File: config.mk
export PLATFORM = sky130hd
export DESIGN_NAME = rep_addr_unit
export DESIGN_NICKNAME = d
export VERILOG_FILES = /design/src/hw/mem_stage_pkg.sv /design/src/hw/rep_addr_unit.sv
export SDC_FILE = /design/constraint.sdc
export NUM_CORES = 1
export LEC_CHECK = 0
export BUFFER_PORTS_ARGS = -buffer_cell sky130_fd_sc_hd__buf_2
export CORE_MARGIN = 3
export CORE_UTILIZATION = 30
export DETAILED_ROUTE_END_ITERATION = 12
export GPL_TIMING_DRIVEN = 1
export PLACE_DENSITY = 0.47
export SETUP_SLACK_MARGIN = 0.5
export SLEW_MARGIN = 5
export SYNTH_ARGS = -nofsm -noshare
export SYNTH_HDL_FRONTEND = slang
export SYNTH_SLANG_ARGS = --single-unit
File: constraint.sdc
create_clock -name clk -period 6.38 [get_ports clk]
set_clock_uncertainty 0.1 [all_clocks]
set_input_delay 0 -clock clk [delete_from_list [all_inputs] [get_ports clk]]
set_output_delay 0 -clock clk [all_outputs]
set_load 0.02 [all_outputs]
File: src/hw/mem_stage_pkg.sv
package mem_stage_pkg;

    localparam int ADDR_W     = 32;
    localparam int DATA_W     = 64;
    localparam int SEG_W      = 16;
    localparam int NUM_OPS    = 4;
    localparam int MEM_WORDS  = 256;
    localparam int BYTE_LANES = DATA_W / 8;
    // byte offset inside a word, then word index
    localparam int OFF_W      = 3;
    localparam int IDX_W      = 8;

    typedef enum logic [2:0] {
        SRC_NONE,
        SRC_REG,
        SRC_SEG,
        SRC_MEM1,
        SRC_MEM2,
        SRC_IMM,
        SRC_EIP
    } op_src_e;

    typedef enum logic [2:0] {
        DEST_NONE,
        DEST_REG,
        DEST_SEG,
        DEST_MEM1,
        DEST_MEM2
    } dest_kind_e;

    // 1, 2, 4 and 8 bytes
    typedef enum logic [1:0] {
        SZ_BYTE,
        SZ_WORD,
        SZ_DWORD,
        SZ_QWORD
    } op_size_e;

    typedef enum logic {
        REP_IDLE,
        REP_RUN
    } rep_state_e;

    typedef struct packed {
        op_src_e    src;
        logic [1:0] idx;
    } op_sel_t;

    typedef struct packed {
        dest_kind_e kind;
        logic [1:0] idx;
    } dest_sel_t;

    typedef struct packed {
        logic [31:0] eip;
        logic [6:0]  tag;
        logic [4:0]  aluk;
        logic        is_br;
        logic        is_fp;
        logic        is_imm;
        logic        is_rep;
    } pipe_ctrl_t;

    typedef struct packed {
        logic rd1;
        logic wr1;
        logic rd2;
        logic wr2;
    } mem_use_t;

    typedef struct packed {
        logic [NUM_OPS-1:0][DATA_W-1:0] op_val;
        logic [NUM_OPS-1:0][ADDR_W-1:0] dest_addr;
        dest_kind_e [NUM_OPS-1:0]       dest_kind;
        op_size_e                       size;
        pipe_ctrl_t                     ctrl;
    } stage_out_t;

endpackage

File: src/hw/rep_addr_unit.sv
module rep_addr_unit import mem_stage_pkg::*; (
    input  logic              clk,
    input  logic              rst_n_i,
    input  logic              valid_i,
    input  logic              is_rep_i,
    input  logic              df_i,
    input  op_size_e          size_i,
    input  logic [ADDR_W-1:0] mem_addr1_i,
    input  logic [ADDR_W-1:0] mem_addr2_i,
    input  logic [ADDR_W-1:0] count_i,
    input  logic              hold_i,
    output logic [ADDR_W-1:0] cur_addr1_o,
    output logic [ADDR_W-1:0] cur_addr2_o,
    output logic              item_valid_o,
    output logic              rep_stall_o
);

    rep_state_e        state_q;
    logic [ADDR_W-1:0] addr1_q;
    logic [ADDR_W-1:0] addr2_q;
    logic [ADDR_W-1:0] cnt_q;
    logic [ADDR_W-1:0] step_mag;
    logic [ADDR_W-1:0] step;
    logic [ADDR_W-1:0] cur_cnt;
    logic [ADDR_W-1:0] left_cnt;
    logic              running;
    logic              rep_zero;
    logic              rep_active;

    assign running = (state_q == REP_RUN);

    // df set walks the strings downwards
    assign step_mag = ADDR_W'(1) << size_i;
    assign step     = df_i ? (ADDR_W'(0) - step_mag) : step_mag;

    // first iteration comes straight from the inputs, later ones from the registers
    assign cur_addr1_o = running ? addr1_q : mem_addr1_i;
    assign cur_addr2_o = running ? addr2_q : mem_addr2_i;
    assign cur_cnt     = running ? cnt_q : count_i;
    assign left_cnt    = cur_cnt - ADDR_W'(1);

    assign rep_zero     = is_rep_i && (count_i == '0);
    assign rep_active   = running || (valid_i && is_rep_i && !rep_zero);
    assign item_valid_o = running || (valid_i && !rep_zero);
    assign rep_stall_o  = rep_active && (left_cnt != '0);

    always_ff @(posedge clk or negedge rst_n_i) begin
        if (!rst_n_i) begin
            state_q <= REP_IDLE;
            cnt_q   <= '0;
        end else if (rep_active && !hold_i) begin
            cnt_q   <= left_cnt;
            state_q <= (left_cnt != '0) ? REP_RUN : REP_IDLE;
        end
    end

    always_ff @(posedge clk) begin
        if (rep_active && !hold_i) begin
            addr1_q <= cur_addr1_o + step;
            addr2_q <= cur_addr2_o + step;
        end
    end

endmodule

==> flow_summary.json <==
{
  "status": "completed",
  "synth_fp_nets": 1098,
  "fin_crit_sh": 0.738,
  "syn_avg_cell_area_sq_um": 9.46,
  "swShare": 0.398,
  "maxSlewViolCount": 0,
  "grt_pass1_vias": 7676,
  "die_w_um": 177,
  "ys_seq_area_frac": 0.313,
  "finalPower_mw": 3.13,
  "period_minus_slack_ns": 4.71,
  "design.core.area_sq_um": 28300,
  "whs_endpoint": "cnt_q[7]",
  "routedWlPerCell_um": 17.7,
  "rrSetupSlack_ns": 1.76,
  "postSynth.topFlopCell": "edfxtp_1",
  "holdPathStages": 4,
  "clk_pin_slew_worst_paths_ns": 0.07,
  "instances_no_fill": 1481,
  "p_sw_mw": 1.25,
  "place_hpwl_um": 19300,
  "hp-start": "count_i[7]",
  "peakVddDrop_mv": 0.115,
  "die_area_sq_um": 31300,
  "final_common_cell": "buf_2",
  "powerDensity_nw_per_um2": 298,
  "io_pins": 170,
  "synth-seq-cells": 97,
  "r2r_cells": 11,
  "grt_usage": 0.166,
  "worst_skew_pair.late_latency_ns": 0.37,
  "via_count": 7735,
  "place_ws_ns": 1.69,
  "syn_to_final_growth_pct": 19.9,
  "dpl.cell_count": 1444,
  "numCtsBuffers": 9,
  "gp_congestion": 0.820,
  "timing.fmax_ghz": 0.212,
  "port_buffers": 169,
  "synth_edf_count": 64,
  "cts-resized-gates": 0,
  "worst_pin_slew_ns": 0.866,
  "final-setup-viol-count": 0,
  "ys_async_sr_fraction": 0.340,
  "antenna_found_initial": 6,
  "cp_max_fo": 91,
  "cts_setup_buffers": 0,
  "cts.path.max_buffers": 2,
  "totalWireLength_um": 26200,
  "drc": 0,
  "hold_viol_final": 0,
  "crit_type": "reg2out",
  "start_kind": "register",
  "setup_ws_ns": 1.67,
  "seqPwrFrac": 0.328,
  "combPwrFrac": 0.474,
  "grt_max_degree": 92,
  "nNetsFinal": 1269,
  "drtIter0Drc": 462,
  "syn_inst": 927,
  "grt_pass1_wl_um": 41500,
  "start_util": 0.310,
  "n_antenna_cell": 0,
  "die_y_um": 177,
  "final_cell_mix": "buf_2 (169), mux2_2 (69), a21oi_1 (67), nand2_1 (65), ha_1 (65)",
  "endpoint_kind": "primary output",
  "ys_warn_count": 0,
  "worstReg2RegStart": "running",
  "clkPwrFrac": 0.198,
  "cts_root_buf": "clkbuf_16",
  "regToRegEndpoint": "addr2_q[28]",
  "drt_first_pass_iters": 5,
  "leakagePower_nw": 4.42,
  "rows": 61,
  "ant_nets": 0,
  "grt_overflow": 0,
  "netlist_area_sq_um": 8770,
  "max_slew_margin": 0.422,
  "cts_tree": "built",
  "rsz0062_at_grt": "false",
  "clock_sinks": 97,
  "intPower_mw": 1.88,
  "required_ns": 6.28,
  "arrival_ns": 4.61,
  "hold_class": "in2reg",
  "h-tree-depth": 3,
  "via_per_inst": 5.22,
  "layout-drive-gt1-share": 0.262,
  "max-cap-violations": 0,
  "setup_tns_ns": 0,
  "ys_types": 73
}
[per-stage QoR]
stage	hold WS (ns)	cell area, sq um	utilization
after global placement	0.0726	9980	0.353
after detailed placement	0.0663	9980	0.353
final	0.0187	10500	0.371
after floorplan	-0.396	8770	-
after global routing	0.0303	10500	0.371
after CTS	0.00422	10500	0.371
[Yosys cell counts, drive strengths merged (12+ instances only)]
library cell   n  area share
xnor2         57       0.057
clkbuf        17      0.0073
a21o          38       0.033
inv           14      0.0060
edfxtp        64        0.22
nand2         65       0.028
and3          12      0.0086
or3           13      0.0093
nor3          35       0.022
o22ai         15       0.011
dfrtp         33       0.094
nor2          54       0.023
mux2          69       0.089
nor4          16       0.014
a21oi         67       0.038
xor2          34       0.034
ha            65       0.093
a31oi         13      0.0093
mux2i         17       0.019
o21ai         56       0.032
nand3         19       0.011
buf           19       0.013
[power by group through the flow]
stage | combinational (mW) | clock (mW) | sequential, mW
3_3_place_gp | 1.48 | 0 | 1.04
2_1_floorplan | 1.14 | 0 | 0.978
5_1_grt | 1.66 | 0.664 | 1.05
4_1_cts | 1.50 | 0.646 | 1.03
3_5_place_dp | 1.48 | 0 | 1.04
6_report | 1.48 | 0.619 | 1.03
[routing by layer]
metal	up-vias	wire [um]	track usage	share of wire
li1	3861	-	-	-
met1	3668	12300	0.223	0.47
met2	170	12100	0.272	0.46
met3	26	1350	0.0373	0.052
met4	10	310	0.0380	0.012
met5	-	64	0	0.0024
[repair_timing]
action                                  4_1_cts  5_1_grt
endpoints found under the setup margin        0        0
endpoints found under the hold margin        53        0
hold buffers                                 21        0
[final cells by class]
cell class	instances	area (sq um)
sequential	97	2750
inverter	14	55.1
tap	378	473
clock buffer	9	225
clock inverter	7	93.8
multi-input combinational	780	5800
fill	2918	17800
timing repair buffer	196	1110
[worst max-delay path by stage]
stage                       start          end  slack (ns)  depth (start not counted)
after global placement    running  addr2_q[28]        1.84                         12
final                     running  rep_stall_o        1.67                         11
after floorplan           running  addr2_q[28]        0.79                         22
after CTS                 running  rep_stall_o        1.61                         11
after global routing      running  addr2_q[28]        1.21                         11
after detailed placement  running  addr2_q[28]        1.69                         11
[state kept, by name, indices dropped and copies added, names as in the netlist]
register  cells
cnt_q        32
addr2_q      32
addr1_q      32
running       1
[logic make-up (layout without fill, tap and decap cells)]
| kind of cell | count (synthesis) | after routing | share of synthesized area |
|---|---|---|---|
| AOI/OAI and AO/OA | 258 | 258 | 0.188 |
| DFF | 97 | 97 | 0.313 |
| adders and majority gates | 67 | 67 | 0.0973 |
| xor gates and xnor gates | 93 | 93 | 0.0960 |
| muxes | 87 | 87 | 0.111 |
| buffers and inverters | 50 | 226 | 0.0264 |
| and+or+nand+nor | 275 | 275 | 0.169 |
[worst max-delay path: stages (launching register included)]
cell and delay [ns]:
dfrtp_4 0.74, buf_12 0.40, nor3b_1 0.30, nor2_1 0.11, or3_1 0.53, nor4_1 0.65
xor2_1 0.12, or4_1 0.49, or3_1 0.42, nor3_2 0.18, nor2_1 0.08, buf_2 0.17
Note: power is estimated with default switching activity, not from simulation.
