<file path="config.mk">
export PLATFORM = sky130hd
export DESIGN_NAME = operand_decode
export DESIGN_NICKNAME = d
export VERILOG_FILES = /design/src/hw/mem_stage_pkg.sv /design/src/hw/operand_decode.sv
export SDC_FILE = /design/constraint.sdc
export NUM_CORES = 1
export LEC_CHECK = 0
export BUFFER_PORTS_ARGS = -buffer_cell sky130_fd_sc_hd__clkbuf_2
export CAP_MARGIN = 25
export CELL_PAD_IN_SITES_DETAIL_PLACEMENT = 1
export CELL_PAD_IN_SITES_GLOBAL_PLACEMENT = 1
export CORE_MARGIN = 2
export CORE_UTILIZATION = 14
export DETAILED_ROUTE_END_ITERATION = 16
export PLACE_DENSITY_LB_ADDON = 0.1
export RECOVER_POWER = 100
export SLEW_MARGIN = 10
export SYNTH_ARGS = -nofsm -noshare
export SYNTH_HDL_FRONTEND = slang
export SYNTH_SLANG_ARGS = --single-unit
</file>
<file path="constraint.sdc">
create_clock -name vclk -period 1.21
set_input_delay 0.242 -clock vclk [all_inputs]
set_output_delay 0.242 -clock vclk [all_outputs]
set_load 0.05 [all_outputs]
</file>
<file path="src/hw/mem_stage_pkg.sv">
package mem_stage_pkg;

    localparam int ADDR_W     = 32;
    localparam int DATA_W     = 64;
    localparam int SEG_W      = 16;
    localparam int NUM_OPS    = 4;
    localparam int MEM_WORDS  = 256;
    localparam int BYTE_LANES = DATA_W / 8;
    // byte offset inside a word, then word index
    localparam int OFF_W      = 3;
    localparam int IDX_W      = 8;

    typedef enum logic [2:0] {
        SRC_NONE,
        SRC_REG,
        SRC_SEG,
        SRC_MEM1,
        SRC_MEM2,
        SRC_IMM,
        SRC_EIP
    } op_src_e;

    typedef enum logic [2:0] {
        DEST_NONE,
        DEST_REG,
        DEST_SEG,
        DEST_MEM1,
        DEST_MEM2
    } dest_kind_e;

    // 1, 2, 4 and 8 bytes
    typedef enum logic [1:0] {
        SZ_BYTE,
        SZ_WORD,
        SZ_DWORD,
        SZ_QWORD
    } op_size_e;

    typedef enum logic {
        REP_IDLE,
        REP_RUN
    } rep_state_e;

    typedef struct packed {
        op_src_e    src;
        logic [1:0] idx;
    } op_sel_t;

    typedef struct packed {
        dest_kind_e kind;
        logic [1:0] idx;
    } dest_sel_t;

    typedef struct packed {
        logic [31:0] eip;
        logic [6:0]  tag;
        logic [4:0]  aluk;
        logic        is_br;
        logic        is_fp;
        logic        is_imm;
        logic        is_rep;
    } pipe_ctrl_t;

    typedef struct packed {
        logic rd1;
        logic wr1;
        logic rd2;
        logic wr2;
    } mem_use_t;

    typedef struct packed {
        logic [NUM_OPS-1:0][DATA_W-1:0] op_val;
        logic [NUM_OPS-1:0][ADDR_W-1:0] dest_addr;
        dest_kind_e [NUM_OPS-1:0]       dest_kind;
        op_size_e                       size;
        pipe_ctrl_t                     ctrl;
    } stage_out_t;

endpackage

</file>
<file path="src/hw/operand_decode.sv">
module operand_decode import mem_stage_pkg::*; (
    input  op_sel_t    [NUM_OPS-1:0] op_sel_i,
    input  dest_sel_t  [NUM_OPS-1:0] dest_sel_i,
    output op_sel_t    [NUM_OPS-1:0] dec_src_o,
    output dest_kind_e [NUM_OPS-1:0] dest_kind_o,
    output mem_use_t                 mem_use_o
);

    // unused or unknown operand encodings collapse to none
    always_comb begin
        for (int i = 0; i < NUM_OPS; i++) begin
            if (op_sel_i[i].src == SRC_NONE || op_sel_i[i].src > SRC_EIP) begin
                dec_src_o[i].src = SRC_NONE;
                dec_src_o[i].idx = 2'd0;
            end else begin
                dec_src_o[i] = op_sel_i[i];
            end
        end
    end

    always_comb begin
        for (int i = 0; i < NUM_OPS; i++) begin
            if (dest_sel_i[i].kind > DEST_MEM2) begin
                dest_kind_o[i] = DEST_NONE;
            end else begin
                dest_kind_o[i] = dest_sel_i[i].kind;
            end
        end
    end

    // a memory port is read if any operand names it, written if any destination does
    always_comb begin
        mem_use_o = '0;
        for (int i = 0; i < NUM_OPS; i++) begin
            if (op_sel_i[i].src == SRC_MEM1) begin
                mem_use_o.rd1 = 1'b1;
            end
            if (op_sel_i[i].src == SRC_MEM2) begin
                mem_use_o.rd2 = 1'b1;
            end
            if (dest_sel_i[i].kind == DEST_MEM1) begin
                mem_use_o.wr1 = 1'b1;
            end
            if (dest_sel_i[i].kind == DEST_MEM2) begin
                mem_use_o.wr2 = 1'b1;
            end
        end
    end

endmodule

</file>
==> out/metrics.yaml, run 1 <==
worst_setup_path:
  slowest_stage: "or4_4"
  cp.required_ns: 0.97
  crit_path_max_incr_delay_ns: 0.54
  start_kind: "input port"
  crit_arrival_ns: 1.18
  crit_path_end_kind: "output pin"
  path_max_fanout: 2
  critical_path_class: "input port to output pin"
  path_cells: "buf_6 -> nor3b_4 -> or4_4 -> buf_8"
pwr:
  cellLeakagePower_uw: 0.000677
  p_clk_frac: 0
  total_power_uw: 780
  power_density_nw_per_um2: 565
  p_int_uw: 329
  seqPwrFrac: 0
  comb_power_share: 1.000
  peakVddDrop_v: 0.000313
  p_sw_frac: 0.578
  p_switching_uw: 451
detailed_routing:
  viasPerCell: 4.63
  drcViolationCount: 0
  vias: 861
  drtPass1Iterations: 3
  wirelength_um: 2400
  drtIter0Drc: 6
  ant_nets: 0
  wire_per_inst_um: 12.9
clock_tree:
  hold_buffers: 0
sta:
  setup_violations: 9
  max_slew.worst_pin.slew_ns: 0.281
  timing.fmax_ghz: 0.703
  hold_violations: 0
  drv_slew: 0
  fin_ws_ns: -0.212
  rsz0062_at_grt: "true"
  period_needed_ns: 1.42
  slew-limit-headroom: 0.812
  period_share: 1.18
worst_hold_path:
  holdPathStages: 3
  hold_start: "op_sel_i[11]"
  worstHoldEndpoint: "dec_src_o[11]"
  hp-class: "input port to output pin"
logic_synthesis:
  netlist_instances: 56
  ys_types: 10
  yosysTopAreaCell: "nor3b_1"
  ys_top_cells_by_area: "nor3b_1, a21boi_0, nand3b_1"
  synth_top_area_frac: 0.269
  ys.warnings.count: 0
  yosysSeqAreaShare: 0
  syn-num-nets: 96
  syn_area_um2: 390
  syn_avg_cell_area_um2: 6.97
placed_design:
  io_buffers: 68
  gp_congestion: 0.735
  hpwl_um: 1840
  post-place-cells: 178
grt:
  antenna_found_initial: 0
  grt_pass1_wl_um: 3780
  grt_pass1_vias: 869
  grt_overflow: 0
  grt_usage: 0.138
  grt_max_degree: 7
layout:
  clock_buffer_count: 0
  seqCellArea_um2: 0
  antenna_cells: 0
  nets: 197
  layout-drive-gt1-share: 0.806
  final_cells: 186
  multi_input_area_um2: 574
  final_common_cell: "clkbuf_2"
  syn_to_final_growth_pct: 254
  nFillCells: 321
  final_cell_mix: "clkbuf_2, buf_4, buf_6"
  seq_cells: 0
floorplan:
  die_area_um2: 3230
  die_y_um: 56.8
  io_pins: 76
  die_x_um: 56.8
  start_util: 0.144
  num_rows: 19
  core_area_um2: 2710
flow_run:
  cap_violations: 0
status:
  violations: "setup timing"
  outcome: "finished, violations left"
[logic make-up (layout without fill, tap and decap cells)]
| kind of cell | Yosys count | after routing | share of synthesized area |
|---|---|---|---|
| buffers and inverters | 0 | 99 | 0 |
| AO/OA/AOI/OAI | 12 | 12 | 0.231 |
| AND/OR/NAND/NOR | 44 | 44 | 0.769 |
[final cells by class]
cell class / count / area share
Timing Repair Buffer: 99 / 0.556
Multi-Input combinational cell: 56 / 0.416
Tap cell: 31 / 0.0281
[repair_timing]
item | CTS | global route
setup endpoints to repair | 11 | 20
resized for setup | 41 | 38
setup buffers | 5 | 4
pin swaps | 8 | 10
[synthesized netlist by cell type]
cell type,count
and3_1,5
or4_1,2
nand4_1,2
nor3b_1,14
nor2b_1,8
nor3_1,3
a21boi_0,12
nand3_1,1
nand3b_1,8
or3_1,1
[metal layers]
layer,share of wire,vias to the layer above,track usage
li1,-,423,-
met1,0.34,403,0.160
met2,0.60,35,0.291
met3,0.059,0,0.00461
met4,0,0,0
met5,0,-,0
[stage by stage]
stage / hold WS [ns] / util / setup WS [ns] / setup TNS (ns) / cell area, um^2
3_3_place_gp: 0.858 / 0.400 / -0.275 / -1.85 / 1080
6_report: 0.858 / 0.510 / -0.212 / -0.774 / 1380
2_1_floorplan: 0.550 / - / -0.149 / -1.05 / 518
3_5_place_dp: 0.870 / 0.400 / -0.276 / -1.95 / 1080
4_1_cts: 0.849 / 0.482 / -0.227 / -0.991 / 1310
5_1_grt: 0.867 / 0.510 / -0.224 / -1.14 / 1380
[critical path: cells and delay by family]
family | cells | cell delay, ns
buffers and inverters | 2 | 0.26
and+or+nand+nor | 2 | 0.68
[power by group through the flow]
| stage | sequential [uW] | clock (uW) | combinational [uW] |
|---|---|---|---|
| floorplan | 0 | 0 | 398 |
| global placement | 0 | 0 | 643 |
| detailed placement | 0 | 0 | 653 |
| CTS | 0 | 0 | 746 |
| global route | 0 | 0 | 819 |
| finish | 0 | 0 | 780 |
[how the worst max path moves through the flow]
stage | start | to | depth (start not counted)
2_1_floorplan | op_sel_i[13] | dec_src_o[10] | 2
3_3_place_gp | op_sel_i[4] | mem_use_o[1] | 4
4_1_cts | op_sel_i[4] | mem_use_o[1] | 4
3_5_place_dp | op_sel_i[4] | mem_use_o[1] | 4
6_report | op_sel_i[4] | mem_use_o[1] | 4
5_1_grt | op_sel_i[4] | mem_use_o[1] | 4
No activity file was read; power rests on OpenSTA's default activity.
==> inputs of run 2 (changes only) <==
--- a/config.mk
+++ b/config.mk
@@ -9,6 +9,7 @@
 export CAP_MARGIN = 25
 export CELL_PAD_IN_SITES_DETAIL_PLACEMENT = 1
 export CELL_PAD_IN_SITES_GLOBAL_PLACEMENT = 1
+export CORE_ASPECT_RATIO = 0.6
 export CORE_MARGIN = 2
 export CORE_UTILIZATION = 14
 export DETAILED_ROUTE_END_ITERATION = 16
==> out/metrics.yaml, run 2 (same netlist as run 1, synthesis figures left out) <==
pwr:
  peakVddDrop_v: 0.000220  # -30%
  p_clk_frac: 0  # unchanged
  cellLeakagePower_uw: 0.000721  # +6.4%
  seqPwrFrac: 0  # unchanged
  p_switching_uw: 462  # +2.4%
  p_int_uw: 353  # +7.3%
  p_sw_frac: 0.567  # -0.0114
  total_power_uw: 815  # +4.5%
  comb_power_share: 1.000  # about the same
  power_density_nw_per_um2: 557  # -1.4%
worst_setup_path:
  crit_path_end_kind: "output pin"
  critical_path_class: "input port to output pin"
  start_kind: "input port"
  path_max_fanout: 7  # +5
  cp.required_ns: 0.97  # about the same
  crit_arrival_ns: 1.21  # +0.03 ns
  cp-startpoint: "op_sel_i[9]"
layout:
  stdcell_area_um2: 1460  # +6.0%
  antenna_cells: 0  # unchanged
  layout-drive-gt1-share: 0.855  # +0.0489
  final_cell_mix: "clkbuf_2, buf_4, a21boi_2, buf_6, clkbuf_4"
  clock_buffer_count: 0  # unchanged
  final_core_util: 0.569  # +0.0588
  multi_input_area_um2: 593  # +3.3%
  nets: 201  # +2.0%
  seqCellArea_um2: 0  # unchanged
  syn_to_final_growth_pct: 275
  seq_cells: 0  # unchanged
  nFillCells: 304  # -5.3%
  final_common_cell: "clkbuf_2"
sta:
  period_share: 1.20  # +0.0214
  fin_ws_ns: -0.238  # -0.0259 ns
  period_needed_ns: 1.45  # +0.0259 ns
  setup_violations: 12  # +3
  timing.fmax_ghz: 0.691  # -1.8%
  finalSetupTns_ns: -1.10  # -0.328 ns
  drv_slew: 0  # unchanged
  max_slew.worst_pin.slew_ns: 0.285  # +0.00399 ns
  slew-limit-headroom: 0.811  # -0.00145
  rsz0062_at_grt: "true"
  hold_violations: 0  # unchanged
  hold_ws_ns: 0.830  # -0.0279 ns
worst_hold_path:
  worstHoldEndpoint: "dec_src_o[7]"
  hp-class: "input port to output pin"
  holdPathStages: 3  # unchanged
  hold_start: "op_sel_i[9]"
floorplan:
  die_x_um: 72.2  # +27%
  die_y_um: 44.9  # -21%
  io_pins: 76  # unchanged
  start_util: 0.152  # +0.00756
  core_area_um2: 2570  # -5.0%
  die_area_um2: 3240  # +0.43%
  num_rows: 14  # -5
grt:
  grt_pass1_wl_um: 4150  # +9.8%
  antenna_found_initial: 0  # unchanged
  grt_usage: 0.159  # +0.0208
  grt_overflow: 0  # unchanged
  grt_pass1_vias: 878  # +1.0%
  grt_max_degree: 8  # +1
placed_design:
  hpwl_um: 2100  # +14%
  gp_congestion: 0.682  # -7.1%
  io_buffers: 68  # unchanged
  dpl_cell_area_um2: 1130  # +4.3%
detailed_routing:
  drtIter0Drc: 3  # -3
  drcViolationCount: 0  # unchanged
  vias: 870  # +1.0%
  drtPass1Iterations: 2  # -1
  wire_per_inst_um: 13.9  # +7.2%
  viasPerCell: 4.55  # -1.6%
  wirelength_um: 2650  # +10%
  ant_nets: 0  # unchanged
status:
  outcome: "finished, violations left"
  violations: "setup timing"
flow_run:
  cap_violations: 0  # unchanged
clock_tree:
  hold_buffers: 0  # unchanged
## run 2: changes by cell type in the layout (fill, tap and decap cells not counted), sizes merged
| cell | previous run | this run |
|---|---|---|
| clkbuf | 55 | 54 |
| buf | 44 | 49 |
## run 2: power groups by stage
stage	Combinational (uW)	Sequential, uW	Clock (uW)
floorplan	398	0	0
global placement	649	0	0
detailed placement	663	0	0
CTS	753	0	0
global route	854	0	0
finish	815	0	0
## run 2: what timing repair did
| item | CTS | global route |
|---|---|---|
| hold endpoints to repair | 0 | 0 |
| gates resized for setup | 40 | 46 |
| buffers inserted | 2 | 3 |
| pin swaps | 7 | 6 |
| endpoints found under the setup margin | 16 | 22 |
| cloned | 0 | 0 |
## run 2: critical path: stages
cell       delay [ns]
clkbuf_16        0.13
nor3b_4          0.15
or4_4            0.49
clkbuf_16        0.19
## run 2: worst max-delay path by stage
stage | slack, ns | endpoint | cells after the start
finish | -0.24 | mem_use_o[1] | 4
global route | -0.25 | mem_use_o[1] | 4
CTS | -0.23 | mem_use_o[1] | 4
detailed placement | -0.30 | mem_use_o[1] | 4
global placement | -0.28 | mem_use_o[1] | 4
floorplan | -0.15 | dec_src_o[10] | 2
## run 2: cell type report
| class | instances | area share |
|---|---|---|
| tap | 32 | 0.0274 |
| multi-input combinational | 56 | 0.405 |
| timing repair buffer | 103 | 0.568 |
## run 2: stage by stage
| stage | instances | setup WS, ns |
|---|---|---|
| after global placement | 187 | -0.279 |
| final | 191 | -0.238 |
| after CTS | 188 | -0.232 |
| after floorplan | 56 | -0.149 |
| after detailed placement | 187 | -0.301 |
| after global routing | 191 | -0.250 |
## run 2: per-layer routing
| metal | part of all wire | global-route usage | wire, um |
|---|---|---|---|
| met1 | 0.42 | 0.205 | 1120 |
| met2 | 0.53 | 0.316 | 1410 |
| met3 | 0.047 | 0.00893 | 125 |
| met4 | 0 | 0 | 0 |
| met5 | 0 | 0 | 0 |
==> inputs of run 3 (changes only) <==
--- a/config.mk
+++ b/config.mk
@@ -7,13 +7,11 @@
 export LEC_CHECK = 0
 export BUFFER_PORTS_ARGS = -buffer_cell sky130_fd_sc_hd__clkbuf_2
 export CAP_MARGIN = 25
-export CELL_PAD_IN_SITES_DETAIL_PLACEMENT = 1
-export CELL_PAD_IN_SITES_GLOBAL_PLACEMENT = 1
-export CORE_ASPECT_RATIO = 0.6
 export CORE_MARGIN = 2
-export CORE_UTILIZATION = 14
+export CORE_UTILIZATION = 27
 export DETAILED_ROUTE_END_ITERATION = 16
-export PLACE_DENSITY_LB_ADDON = 0.1
+export MAX_ROUTING_LAYER = met4
+export PLACE_DENSITY = 0.85
 export RECOVER_POWER = 100
 export SLEW_MARGIN = 10
 export SYNTH_ARGS = -nofsm -noshare
==> out/metrics.yaml, run 3 <==
logic_synthesis:
  synthXorXnorAreaFrac: 0  # unchanged
  syn_area_um2: 390  # unchanged
  synth_compound_area_frac: 0.231  # unchanged
  synth.area.mux_share: 0  # unchanged
  synth_top_family_by_area: "simple AND/OR/NAND/NOR gates"
  netlist_instances: 56  # unchanged
  ys_top_cells_by_area: "nor3b_1, a21boi_0, nand3b_1"
  synthAdderAreaFrac: 0  # unchanged
  yosys.area_share.simple: 0.769  # unchanged
  syn_avg_cell_area_um2: 6.97  # unchanged
  synthTopCellsByCount: "nor3b_1, a21boi_0, nand3b_1, nor2b_1, and3_1"
  yosysSeqAreaShare: 0  # unchanged
  ys_types: 10  # unchanged
  ys.warnings.count: 0  # unchanged
  yosysTopAreaCell: "nor3b_1"
  synth_top_area_frac: 0.269  # unchanged
  synthMostInstantiatedCell: "nor3b_1"
  syn-num-nets: 96  # unchanged
floorplan:
  num_rows: 13  # -1
  die_x_um: 42.0  # -42%
  start_util: 0.293  # +0.141
  die_y_um: 42.0  # -6.4%
  io_pins: 76  # unchanged
clock_tree:
  hold_buffers: 0  # unchanged
  post_cts_buffers: 2  # unchanged
  ctsResizeCount: 42  # +5.0%
status:
  error: "[ERROR DPL-0033] detailed placement checks failed during check placement."
  stop_stage: "4_1_cts"
  outcome: "stopped before the end"
placed_design:
  post-place-cells: 164  # -12%
  hpwl_um: 1850  # -12%
  gp_congestion: 0.765  # +12%
  io_buffers: 68  # unchanged
[run 3: cell counts after synthesis]
No cell type changed its count.
[run 3: cells by family after synthesis]
| kind of cell | count (synthesis) |
|---|---|
| and+or+nand+nor | 44 |
| AOI/OAI and AO/OA | 12 |
[run 3: per-stage QoR]
stage | utilization | worst slack (ns) | instance area [um^2] | TNS, ns
floorplan | - | -0.149 | 518 | -1.05
global placement | 0.821 | -0.262 | 1090 | -1.86
detailed placement | 0.821 | -0.305 | 1090 | -2.29
==> inputs of run 4 (changes only) <==
--- a/config.mk
+++ b/config.mk
@@ -7,11 +7,10 @@
 export LEC_CHECK = 0
 export BUFFER_PORTS_ARGS = -buffer_cell sky130_fd_sc_hd__clkbuf_2
 export CAP_MARGIN = 25
-export CORE_MARGIN = 2
-export CORE_UTILIZATION = 27
+export CORE_AREA = 2 2 63 65
 export DETAILED_ROUTE_END_ITERATION = 16
-export MAX_ROUTING_LAYER = met4
-export PLACE_DENSITY = 0.85
+export DIE_AREA = 0 0 65 67
+export PLACE_DENSITY_LB_ADDON = 0.15
 export RECOVER_POWER = 100
 export SLEW_MARGIN = 10
 export SYNTH_ARGS = -nofsm -noshare
==> out/metrics.yaml, run 4 (same netlist as run 1, synthesis figures left out) <==
status:
  outcome: "finished, violations left"
  violations: "setup timing"
layout:
  antenna_cells: 0
  clock_buffer_count: 0
  layout-drive-gt1-share: 0.782
  nets: 198
  final_cell_mix: "clkbuf_2, buf_4, buf_6"
  multi_input_area_um2: 589
  stdcell_area_um2: 1450
  nFillCells: 390
  seqCellArea_um2: 0
  final_common_cell: "clkbuf_2"
  syn_to_final_growth_pct: 272
  final_core_util: 0.403
  final_cells: 204
  seq_cells: 0
detailed_routing:
  vias: 831
  drtIter0Drc: 5
  wirelength_um: 2210
  viasPerCell: 4.07
  drtPass1Iterations: 2
  wire_per_inst_um: 10.9
  drcViolationCount: 0
  ant_nets: 0
placed_design:
  post-place-cells: 201  # +23%
  hpwl_um: 1760  # -4.7%
  gp_congestion: 0.725  # -5.2%
  dpl_cell_area_um2: 1200  # +9.3%
  io_buffers: 68  # unchanged
worst_setup_path:
  crit_buf_inv: 2
  slowest_stage: "or4_4"
  crit_path_end_kind: "output pin"
  cp.required_ns: 0.97
  path_cells: "buf_6 -> nor3b_4 -> or4_4 -> clkbuf_16"
  path_max_fanout: 2
  cp_top_family: "simple AND/OR/NAND/NOR gates"
  start_kind: "input port"
  crit_path_max_incr_delay_ns: 0.54
  critical_path_class: "input port to output pin"
  crit_arrival_ns: 1.21
pwr:
  cellLeakagePower_uw: 0.000677
  peakVddDrop_v: 0.000178
  power_density_nw_per_um2: 555
floorplan:
  die_y_um: 67  # +59%
  num_rows: 22  # +9
  core_area_um2: 3610
  die_area_um2: 4360
  die_x_um: 65  # +55%
  start_util: 0.108  # -0.184
  io_pins: 76  # unchanged
sta:
  rsz0062_at_grt: "true"
  period_needed_ns: 1.45
  slew-limit-headroom: 0.791
  fin_ws_ns: -0.237
  period_share: 1.20
  hold_violations: 0
  drv_slew: 0
  max_slew.worst_pin.slew_ns: 0.312
  timing.fmax_ghz: 0.691
  setup_violations: 12
grt:
  grt_max_degree: 7
  grt_overflow: 0
  antenna_found_initial: 0
  grt_pass1_wl_um: 2960
  grt_pass1_vias: 757
  grt_usage: 0.0810
flow_run:
  cap_violations: 0
worst_hold_path:
  hp-class: "input port to output pin"
## run 4: final cells by class
cell class                 count  share of cell area
multi-input combinational     56               0.405
tap                           48              0.0413
timing repair buffer         100               0.553
## run 4: what timing repair did
item                                    in CTS  in global routing
buffers inserted                             2                  2
endpoints found under the setup margin      12                 16
gates resized for setup                     35                 41
hold buffers                                 0                  0
pin swaps                                   12                  7
## run 4: metrics by stage
step	TNS (ns)	total power, uW	worst slack, ns	hold slack (ns)
2_1_floorplan	-1.05	398	-0.149	0.550
3_3_place_gp	-1.98	685	-0.285	0.858
3_5_place_dp	-2.05	691	-0.283	0.857
4_1_cts	-1.12	770	-0.227	0.850
5_1_grt	-1.42	842	-0.248	0.858
6_report	-0.987	807	-0.237	0.848
## run 4: final timing paths
kind | from | endpoint | cells past startpoint
min | op_sel_i[6] | dec_src_o[6] | 3
max | op_sel_i[9] | mem_use_o[1] | 4
## run 4: report_power, final
| group | switching, uW | leakage (uW) | internal, uW | total (uW) |
|---|---|---|---|---|
| Combinational | 456 | 0.000677 | 351 | 807 |
| Sequential | 0 | 0 | 0 | 0 |
| Clock | 0 | 0 | 0 | 0 |
## run 4: metal layers
layer,up-vias,track usage,routed length (um)
met5,-,0,0
met4,0,0,0
met3,0,0,70
met2,20,0.179,1340
met1,388,0.0890,807
li1,423,-,-
## run 4: worst min-delay path: cells and delay by family
| family | cells | cell delay, ns |
|---|---|---|
| buf+inv | 2 | 0.22 |
| simple gates | 1 | 0.14 |
